<file path="src/mem_defs.svh">
`ifndef MEM_DEFS_SVH
`define MEM_DEFS_SVH

// byte address width seen by the requester
`define MEM_ADDR_W 32

// data word width
`define MEM_DATA_W 32

// one enable bit per data byte
`define MEM_STRB_W (`MEM_DATA_W / 8)

// number of banks in the subsystem
`define MEM_NO_BANKS 4

// words held by each bank
`define MEM_BANK_WORDS 1024

// width of a bank index, must cover MEM_NO_BANKS
`define MEM_BANK_IDX_W 2

`endif

</file>
<file path="src/mem_pkg.sv">
`include "mem_defs.svh"

package mem_pkg;

    // operation carried by a request
    typedef enum logic {
        op_read  = 1'b0,
        op_write = 1'b1
    } mem_op_e;

    // one request, as issued at the top level
    // the router reuses it towards the banks with addr holding the in-bank word
    typedef struct packed {
        mem_op_e                 op;
        logic [`MEM_ADDR_W-1:0]  addr;
        logic [`MEM_STRB_W-1:0]  be;
        logic [`MEM_DATA_W-1:0]  wdata;
    } mem_req_t;

    // what the router knows about last cycle's request
    typedef struct packed {
        logic                        valid;
        logic                        read;
        logic                        error;
        logic [`MEM_BANK_IDX_W-1:0]  bank;
    } rsp_tag_t;

endpackage

</file>
<file path="src/bank_router.sv">
`include "mem_defs.svh"

module bank_router (
    input  logic                      clk,
    input  logic                      rst_n,
    input  logic                      req,
    input  mem_pkg::mem_req_t         req_data,
    output logic [`MEM_NO_BANKS-1:0]  bank_sel,
    output mem_pkg::mem_req_t         bank_req,
    output mem_pkg::rsp_tag_t         rsp_tag
);
    import mem_pkg::*;

    // low address bits select a byte within the word
    localparam int OFF_W  = $clog2(`MEM_STRB_W);
    localparam int WORD_W = `MEM_ADDR_W - OFF_W;

    // one extra bit so the limit itself always fits
    localparam logic [WORD_W:0] TOTAL_WORDS =
        (WORD_W+1)'(`MEM_NO_BANKS * `MEM_BANK_WORDS);

    logic [WORD_W-1:0]          word_idx;
    logic [WORD_W-1:0]          bank_full;
    logic [WORD_W-1:0]          word_in_bank;
    logic [`MEM_BANK_IDX_W-1:0] bank_idx;
    logic                       out_of_range;
    logic                       accept;

    // byte address to global word index
    assign word_idx = req_data.addr[`MEM_ADDR_W-1:OFF_W];

    // banks are stacked, each one a contiguous block of words
    assign bank_full    = word_idx / WORD_W'(`MEM_BANK_WORDS);
    assign word_in_bank = word_idx % WORD_W'(`MEM_BANK_WORDS);
    assign bank_idx     = bank_full[`MEM_BANK_IDX_W-1:0];

    // the single range check, also guards the truncated bank index
    assign out_of_range = ({1'b0, word_idx} >= TOTAL_WORDS);
    assign accept       = req && !out_of_range;

    // one-hot select, nothing for a rejected request
    always_comb begin
        bank_sel = '0;
        if (accept) begin
            bank_sel[bank_idx] = 1'b1;
        end
    end

    // same request to all banks, address rebased to the bank
    always_comb begin
        bank_req      = req_data;
        bank_req.addr = `MEM_ADDR_W'(word_in_bank);
    end

    // tag follows the request by one cycle, like the bank read data
    always_ff @(posedge clk or negedge rst_n) begin
        if (!rst_n) begin
            rsp_tag <= '0;
        end else begin
            rsp_tag.valid <= req;
            rsp_tag.read  <= req && (req_data.op == op_read);
            rsp_tag.error <= req && out_of_range;
            rsp_tag.bank  <= bank_idx;
        end
    end

endmodule

</file>
<file path="config.mk">
export PLATFORM = sky130hd
export DESIGN_NAME = bank_router
export DESIGN_NICKNAME = d
export VERILOG_FILES = /design/src/mem_pkg.sv /design/src/bank_router.sv
export VERILOG_INCLUDE_DIRS = /design/src
export SDC_FILE = /design/constraint.sdc
export NUM_CORES = 1
export LEC_CHECK = 0
export ABC_AREA = 1
export BUFFER_PORTS_ARGS = -buffer_cell sky130_fd_sc_hd__buf_2
export CORE_ASPECT_RATIO = 1.2
export CORE_MARGIN = 4
export CORE_UTILIZATION = 25
export CTS_CLUSTER_DIAMETER = 30
export DETAILED_ROUTE_END_ITERATION = 10
export HOLD_SLACK_MARGIN = 0.06
export PLACE_DENSITY = 0.92
export SLEW_MARGIN = 20
export SYNTH_ARGS = -nofsm -noshare
export SYNTH_HDL_FRONTEND = slang
export SYNTH_SLANG_ARGS = --single-unit
export TNS_END_PERCENT = 30
</file>
<file path="constraint.sdc">
create_clock -name clk -period 0.9 [get_ports clk]
set_clock_uncertainty 0.05 [all_clocks]
set_input_delay 0.135 -clock clk [delete_from_list [all_inputs] [get_ports clk]]
set_output_delay 0.135 -clock clk [all_outputs]
set_load 0.05 [all_outputs]
</file>
==> flow_metrics.tcl <==
set metrics [dict create \
    outcome "finished, violations left" \
    violations "setup timing" \
    maxCapViolCount 0 \
    wire_per_inst_um 10.7 \
    start_util_pct 26.9 \
    core_um2 2860 \
    dp_hpwl_um 1180 \
    largest_reg_flops 5 \
    top_register "rsp_tag" \
    cts_buffers 3 \
    period_minus_slack_ns 1.16 \
    ys_top_cells_by_area "buf_4 (67%), dfrtp_1 (16%), nor2_1 (6.8%)" \
    yosys_register_bits 5 \
    leakage_nw 0.402 \
    vias_per_cell 3.77 \
    first_pass_iters 2 \
    ff_latch_area_um2 125 \
    stdcell_area_um2 852 \
    clockPowerShare_pct 26.8 \
    die_h_um 68.8 \
    gr-total-overflow 0 \
    period_share_pct 129 \
    synth_cell_types 10 \
    min-delay-path-class "in -> reg" \
    die_w_um 58.6 \
    dpl_worst_slack_ns -0.424 \
    p_sw_w 0.000418 \
    final_cell_mix "conb_1 (22), buf_6 (20), nor2_4 (13), buf_2 (13), dfrtp_1 (5)" \
    grt_pass1_vias 428 \
    hold_viol_final 0 \
    drcViolationCount 0 \
    placed_area_um2 623 \
    cp.required_ns 0.71 \
    path_max_fanout 4 \
    cts_sinks 5 \
    worst_slack_ns -0.258 \
    cts_tree "built" \
    clock_path_buffers 2 \
    setup_viol 9 \
    total_power_w 0.000947 \
    combPwrFrac_pct 47.6 \
    multi_input_area_um2 312 \
    areaGrowthSynthToFinish_pct 10.7 \
    syn-cell-area_um2 769 \
    wl_um 1420 \
    track_usage_pct 6.33 \
    num_antenna_cells 0 \
    syn_area_per_cell_um2 7.40 \
    grt_max_degree 6 \
    seqPwrFrac_pct 25.6 \
    yosysTopAreaCellShare_pct 67.3 \
    grt_first_pass_wirelength_um 1800 \
    final_common_cell "conb_1" \
    syn_inst 104 \
    clk_pin_slew_ns 0.04 \
    setup.worst_path.start_class "input port" \
    ys_seq_area_share_pct 16.3 \
    gp_congestion 0.590 \
    drv_slew 0 \
    antenna_found_initial 0 \
    synth_top_cell_by_area "buf_4" \
    via_count 498 \
    crit_arrival_ns 0.97 \
    nFillCells 297 \
    final_antenna_net_count 0 \
    row_count 21 \
    max_freq_mhz 863 \
    p_sw_share_pct 44.1 \
    rsz0062_at_grt "true" \
    drive_gt1_share_pct 59.2 \
    endpoint_kind "primary output" \
    io_pins 150 \
    reg_top3 "rsp_tag (5)" \
    fin_nets 171 \
    dp.cells 125 \
    root_buffer "clkbuf_4" \
    power.internal_w 0.000529 \
    ys_warn_count 0 \
    post-cts-setup-buffers 0 \
    drt_iter0_markers 6 \
    powerDensity_nw_per_um2 1110 \
    die-area_um2 4030 \
    path_class "in -> out" \
    power.ir.vdd_worst_mv 0.451 \
    htreeDepth 1 \
    final_cells 132 \
    io_buffers 33 \
]
-- synth_stat cells --
| cell | instances |
|---|---|
| nand3_1 | 1 |
| nor2_2 | 2 |
| buf_4 | 69 |
| a21oi_1 | 1 |
| conb_1 | 1 |
| nand3_2 | 1 |
| nor2_1 | 14 |
| nand2_1 | 7 |
| inv_1 | 3 |
| dfrtp_1 | 5 |
-- power by group through the flow --
stage / logic, W / registers (W) / clock network (W)
6_report: 0.000450 / 0.000242 / 0.000254
5_1_grt: 0.000471 / 0.000243 / 0.000284
4_1_cts: 0.000426 / 0.000243 / 0.000262
3_5_place_dp: 0.000371 / 0.000243 / 0
3_3_place_gp: 0.000368 / 0.000242 / 0
2_1_floorplan: 0.000869 / 0.000285 / 0
-- metrics by stage --
stage	utilization, %	setup TNS (ns)	hold slack (ns)
after floorplan	-	-0.639	-0.211
after global placement	21.8	-1.58	-0.0997
after detailed placement	21.8	-1.65	-0.0932
after CTS	28.1	-1.32	0.0809
after global routing	29.8	-1.63	0.0777
final	29.8	-1.19	0.0867
-- final cells by class --
type / instances / area share, %
clock buffers: 4 / 3.08
flip-flops and latches: 5 / 14.7
repair buffers: 38 / 39.4
inverters: 3 / 1.32
well taps: 34 / 4.99
multi-input cells: 48 / 36.6
-- worst max-delay path: stages --
cell and delay [ns]:
buf_6 0.10, nor2_4 0.09, nand3_2 0.10, nor2_4 0.13, nand3_4 0.14, nor2_4 0.13, buf_6 0.16
-- repair_timing --
action,in CTS,in global routing
hold endpoints to repair,7,0
resized for setup,34,8
endpoints found under the setup margin,9,9
pin swaps,14,8
hold buffers,3,0
-- cell families after synthesis --
logic type | share of synthesized area [%]
AND/OR/NAND/NOR | 13.8
AO/OA/AOI/OAI | 0.650
other | 0.487
flip-flops | 16.3
buffers and inverters | 68.8
-- routing by layer --
layer	global-route usage, %	wire, um	up-vias
met5	0	0	-
met1	4.22	281	207
met3	2.05	335	23
li1	-	-	207
met4	11.3	171	0
met2	10.3	628	61
-- path summary, 6_finish.rpt --
kind                       cells past startpoint    startpoint  slack, ns                   end
max                                            7  req_data[51]      -0.26           bank_sel[0]
min                                            2  req_data[48]       0.09  rsp_tag[0]$_DFF_PN0_
max in group asynchronous                      2         rst_n       0.46  rsp_tag[3]$_DFF_PN0_
min in group asynchronous                      2         rst_n       0.20  rsp_tag[0]$_DFF_PN0_
(Power assumes the default switching activity.)
