### src/mem_defs.svh
`ifndef MEM_DEFS_SVH
`define MEM_DEFS_SVH

// byte address width seen by the requester
`define MEM_ADDR_W 32

// data word width
`define MEM_DATA_W 32

// one enable bit per data byte
`define MEM_STRB_W (`MEM_DATA_W / 8)

// number of banks in the subsystem
`define MEM_NO_BANKS 4

// words held by each bank
`define MEM_BANK_WORDS 1024

// width of a bank index, must cover MEM_NO_BANKS
`define MEM_BANK_IDX_W 2

`endif

### src/mem_pkg.sv
`include "mem_defs.svh"

package mem_pkg;

    // operation carried by a request
    typedef enum logic {
        op_read  = 1'b0,
        op_write = 1'b1
    } mem_op_e;

    // one request, as issued at the top level
    // the router reuses it towards the banks with addr holding the in-bank word
    typedef struct packed {
        mem_op_e                 op;
        logic [`MEM_ADDR_W-1:0]  addr;
        logic [`MEM_STRB_W-1:0]  be;
        logic [`MEM_DATA_W-1:0]  wdata;
    } mem_req_t;

    // what the router knows about last cycle's request
    typedef struct packed {
        logic                        valid;
        logic                        read;
        logic                        error;
        logic [`MEM_BANK_IDX_W-1:0]  bank;
    } rsp_tag_t;

endpackage

### src/rsp_collector.sv
`include "mem_defs.svh"

module rsp_collector (
    input  logic                    clk,
    input  logic                    rst_n,
    input  mem_pkg::rsp_tag_t       rsp_tag,
    input  logic [`MEM_DATA_W-1:0]  bank_rdata [`MEM_NO_BANKS],
    output logic                    rvalid,
    output logic [`MEM_DATA_W-1:0]  rdata,
    output logic                    err
);

    logic [`MEM_DATA_W-1:0] sel_rdata;
    logic [`MEM_DATA_W-1:0] rdata_q;

    // a rejected read reports err only
    assign rvalid = rsp_tag.valid && rsp_tag.read && !rsp_tag.error;
    assign err    = rsp_tag.valid && rsp_tag.error;

    // data of the bank that served last cycle's read
    assign sel_rdata = bank_rdata[rsp_tag.bank];

    // keeps the last read word between responses
    always_ff @(posedge clk or negedge rst_n) begin
        if (!rst_n) begin
            rdata_q <= '0;
        end else if (rvalid) begin
            rdata_q <= sel_rdata;
        end
    end

    // fresh data passes straight through
    assign rdata = rvalid ? sel_rdata : rdata_q;

endmodule

### config.mk
export PLATFORM = sky130hd
export DESIGN_NAME = rsp_collector
export DESIGN_NICKNAME = d
export VERILOG_FILES = /design/src/mem_pkg.sv /design/src/rsp_collector.sv
export VERILOG_INCLUDE_DIRS = /design/src
export SDC_FILE = /design/constraint.sdc
export NUM_CORES = 1
export LEC_CHECK = 0
export BUFFER_PORTS_ARGS = -buffer_cell sky130_fd_sc_hd__buf_2
export CAP_MARGIN = 20
export CORE_MARGIN = 5
export CORE_UTILIZATION = 30
export CTS_CLUSTER_DIAMETER = 60
export DETAILED_ROUTE_END_ITERATION = 8
export PLACE_DENSITY = 0.7
export SYNTH_ARGS = -nofsm -noshare
export SYNTH_HDL_FRONTEND = slang
export SYNTH_SLANG_ARGS = --single-unit
### constraint.sdc
create_clock -name clk -period 2.7 [get_ports clk]
set_input_delay 0.405 -clock clk [delete_from_list [all_inputs] [get_ports clk]]
set_output_delay 0.405 -clock clk [all_outputs]
set_load 0.1 [all_outputs]
==> metrics.yaml, run 1 <==
status: "complete, no violations"
fp.dieH_um: 94.1
dieWidth_um: 94.1
peakVddDrop_v: 0.000547
dr.pass1.iters: 4
area_delta_synth_final_pct: 47.6
layout_min_cycle_time_ps: 2340
initial_utilization: 0.310
wl_per_cell_um: 16.2
ctsResizeCount: 0
synth_edf_count: 0
slew_violations: 0
netlist_area_mm2: 0.00212
io_pins: 169
placed_cell_area_mm2: 0.00304
pwr-share-comb: 0.589
crit_path_end_kind: "output port"
p_switching_mw: 1.26
port-buffer-count: 168
synth_cell_types: 11
insertion_delay_ps: 270
drc: 0
skew_ps: 0
grt_pass1_vias: 1985
yosys-top-cells-area: "dfrtp_1 (38%), mux4_2 (32%), mux2_4 (21%)"
viasPerCell: 4.61
fp.coreArea_mm2: 0.00683
maxCapViolCount: 0
synthMostInstantiatedCell: "dfrtp_1"
critPathArrivalTime_ps: 1940
grt_max_degree: 34
antenna_found_initial: 0
path_class: "in2out"
cts_made_buffers: 5
relSlewSlack: 0.525
ys_warn_count: 0
power_frac_seq: 0.258
tns_ps: 0
p_leak_nw: 1.56
synth_seq_cells: 32
worst_pin_slew_ps: 712
detail-route-antenna-nets: 0
async_flop_share: 1.00
cp.required_ps: 2300
setup_violations: 0
cts_tree: "yes"
cts.sinks: 32
hpwl_um: 4940
rsz0062_at_grt: "no"
track_usage: 0.140
top_regs: "rdata_q x32"
fin_nets: 411
cts_setup_buffers: 0
clkPwrFrac: 0.153
synth_ff_type: "dfrtp_1"
grt.overflow.total: 0
num_vias: 1719
p_per_area_mw_per_mm2: 777
h-tree-depth: 2
cp_max_fo: 32
rows: 30
hold_path.class: "in2async"
gp_congestion: 0.764
largest-register: "rdata_q"
cts_hold_repair.buffers: 0
drt_iter0_markers: 13
largest_reg_flops: 32
antenna_cells: 0
drt-total-wl_um: 6050
cts_root_buf: "clkbuf_8"
yosysTopAreaCellShare: 0.378
intPower_mw: 1.17
timing.final.crit_share: 0.867
syn-num-nets: 244
clock.fmax_ghz: 0.427
ys_seq_area_frac: 0.378
yosys.area.top_type: "dfrtp_1"
dieArea_mm2: 0.00885
drive_above_1_share: 0.866
layout_setup_ws_ps: 358
post-route-cell-area_mm2: 0.00313
grt_pass1_wl_um: 9630
pre_cts_ws_ps: 343
swShare: 0.517
syn_avg_cell_area_um2: 19.5
path_clk_slew_ps: 60
hold_viol_final: 0
synthCells: 109
yosys-top-cells-count: "dfrtp_1 (32), mux2_4 (30), mux4_2 (30)"
clockBufferDepth: 2
critPathLaunchType: "primary input"
-- critical path, cell delays in order --
cell and delay (ps):
buf_2 100, buf_12 250, mux4_1 590, mux2_2 290, buf_2 290
-- power groups by stage --
stage	Sequential [mW]	Combinational (mW)	Clock (mW)
floorplan	0.622	1.22	0
global placement	0.633	1.43	0
detailed placement	0.632	1.45	0
CTS	0.628	1.45	0.396
global route	0.638	1.49	0.416
finish	0.627	1.43	0.372
-- cell usage in the layout, fill, tap and decap left out, drive strengths merged --
cell type	Yosys	layout
and2	1	1
and3b	1	1
buf	11	171
clkbuf	0	8
dfrtp	32	32
mux2	32	32
mux4	32	32
-- path summary, 6_finish.rpt --
kind                                   from           to  slack, ps  cells after the start
worst max-delay path             rsp_tag[0]    rdata[31]        360                      5
worst min-delay path                  rst_n  rdata_q[31]        180                      1
worst max register to register   rdata_q[7]   rdata_q[7]       1930                      1
worst min register to register  rdata_q[21]  rdata_q[21]        490                      1
max in group asynchronous             rst_n  rdata_q[26]       2060                      1
min in group clk                rdata_q[21]  rdata_q[21]        490                      1
-- area by class of cell --
| class | count | area [um^2] |
|---|---|---|
| Clock buffer | 8 | 90.1 |
| Sequential cell | 32 | 801 |
| Multi-Input combinational cell | 66 | 1220 |
| Tap cell | 96 | 120 |
| Timing Repair Buffer | 171 | 901 |
| Fill cell | 641 | 3700 |
-- stage by stage --
stage / total power [mW] / hold slack (ps) / util / std cells
2_1_floorplan: 1.85 / 109 / - / 109
6_report: 2.43 / 177 / 0.458 / 373
3_3_place_gp: 2.06 / 474 / 0.445 / 365
5_1_grt: 2.54 / 243 / 0.458 / 373
3_5_place_dp: 2.08 / 477 / 0.445 / 365
4_1_cts: 2.47 / 199 / 0.458 / 373
-- kinds of logic after synthesis --
family / share of synthesized area
AND/OR/NAND/NOR: 0.00708
buffers and inverters: 0.0490
multiplexers: 0.566
flip-flops: 0.378
-- per-layer routing --
layer / wire length (um) / track usage
met3: 612 / 0.0489
met1: 2320 / 0.161
met5: 0 / 0
met2: 3040 / 0.245
met4: 72 / 0.0397
Note: power is estimated with default switching activity, not from simulation.
==> inputs of run 2 (changes only) <==
--- a/config.mk
+++ b/config.mk
@@ -13,6 +13,7 @@
 export CTS_CLUSTER_DIAMETER = 60
 export DETAILED_ROUTE_END_ITERATION = 8
 export PLACE_DENSITY = 0.7
+export RECOVER_POWER = 100
 export SYNTH_ARGS = -nofsm -noshare
 export SYNTH_HDL_FRONTEND = slang
 export SYNTH_SLANG_ARGS = --single-unit
==> run 2 against run 1 <==
  * The run now ends with max-capacitance violations, max-slew violations left
  * Register-to-register slack worse by 50 ps
  * First-iteration DRC count is 23% lower
  * Sequential share of layout area up 0.97 points
  * Cell area fell by 3.6%
  * Worst hold slack better by 310 ps
  * Clock power about the same
  * Total power fell by 4.0%
  * Critical path depth is the same
  * Setup slack worse by 120 ps
  * Fmax is 4.9% lower
  * Critical path type unchanged
  * Largest power group unchanged
  * Highest routed layer unchanged
==> metrics.yaml, run 2 (synthesis results as in run 1) <==
clockBufferDepth: 2
detail-route-antenna-nets: 0
hpwl_um: 4940
fp.coreArea_mm2: 0.00683
cts_root_buf: "clkbuf_8"
fp.dieH_um: 94.1
drive_above_1_share: 0.747
worst_hold_slack_ps: 484
clock.fmax_ghz: 0.406
rsz0062_at_grt: "no"
violations: "max-capacitance violations, max-slew violations"
drt-total-wl_um: 5960
area_delta_synth_final_pct: 42.2
placed_cell_area_mm2: 0.00304
gp_congestion: 0.764
post-route-cell-area_mm2: 0.00302
grt_max_degree: 34
critPathArrivalTime_ps: 2060
peakVddDrop_v: 0.000537
crit_path_end_kind: "output port"
cp.required_ps: 2300
relSlewSlack: -0.140
slew_violations: 33
cp_slowest_stage_delay_ps: 540
drc: 0
path_class: "in2out"
cp_slowest_cell: "mux4_2"
hold_path.class: "reg2reg"
final_common_cell: "buf_2"
cts_made_buffers: 5
wl_per_cell_um: 16.0
antenna_found_initial: 0
skew_ps: 0
maxCapViolCount: 1
initial_utilization: 0.310
path_clk_slew_ps: 60
largest-register: "rdata_q"
dieWidth_um: 94.1
grt.overflow.total: 0
dr.pass1.iters: 4
hold_viol_final: 0
io_pins: 169
top_regs: "rdata_q x32"
antenna_cells: 0
mostFrequentLayoutCells: "buf_2 (137), dfrtp_1 (32), mux4_2 (30)"
ff_latch_area_um2: 801
fillCellCount: 671
grt_pass1_vias: 1985
multi_input_area_mm2: 0.00111
fin_nets: 411
crit_family: "multiplexers"
insertion_delay_ps: 270
ctsResizeCount: 0
dieArea_mm2: 0.00885
p_leak_nw: 1.46
grt_pass1_wl_um: 9630
port-buffer-count: 168
critical_path_buf_inv_count: 3
num_vias: 1724
track_usage: 0.140
tns_ps: 0
critPathLaunchType: "primary input"
timing.final.crit_share: 0.912
largest_reg_flops: 32
p_per_area_mw_per_mm2: 775
drt_iter0_markers: 10
rows: 30
cts_setup_buffers: 0
viasPerCell: 4.62
cts_tree: "yes"
path_cells: "clkbuf_1 -> buf_12 -> mux4_2 -> mux2_1 -> clkbuf_2"
layout_min_cycle_time_ps: 2460
status: "finished with violations"
setup_violations: 0
h-tree-depth: 2
worst_pin_slew_ps: 1710
cts.sinks: 32
cts_hold_repair.buffers: 0
cp_max_fo: 32
[run 2: cell types whose count changed in the layout (fill, tap and decap cells not counted), sizes merged]
cell / delta
clkbuf: +31
buf: -31
[run 2: area by class of cell]
cell class              count  area share
well taps                  96      0.0398
multi-input cells          66       0.368
flip-flops and latches     32       0.266
clock buffers               8      0.0299
repair buffers            171       0.297
[run 2: through the flow]
stage	utilization	setup WS (ps)	std cells	power [mW]
global route	0.441	146	373	2.45
floorplan	-	487	109	1.85
global placement	0.445	371	365	2.06
CTS	0.458	339	373	2.47
finish	0.441	237	373	2.34
detailed placement	0.445	343	365	2.08
[run 2: path summary, 6_finish.rpt]
kind | start | depth (start not counted) | endpoint | slack (ps)
max | rsp_tag[0] | 5 | rdata[25] | 240
min | rdata_q[1] | 1 | rdata_q[1] | 480
max reg2reg | rdata_q[17] | 1 | rdata_q[17] | 1880
min reg2reg | rdata_q[1] | 1 | rdata_q[1] | 480
max in group asynchronous | rst_n | 1 | rdata_q[26] | 1140
min in group asynchronous | rst_n | 1 | rdata_q[7] | 570
[run 2: metal layers]
| metal | track usage | wire [um] |
|---|---|---|
| met5 | 0 | 0 |
| met4 | 0.0397 | 74 |
| met3 | 0.0489 | 613 |
| met2 | 0.245 | 3060 |
| met1 | 0.161 | 2220 |
[run 2: power breakdown]
group | switching, mW | total (mW) | leakage [nW] | internal [mW]
Clock | 0.164 | 0.371 | 0.0455 | 0.208
Combinational | 1.06 | 1.34 | 1.04 | 0.288
Sequential | 0.0280 | 0.619 | 0.379 | 0.591
Total | 1.25 | 2.34 | 1.46 | 1.09
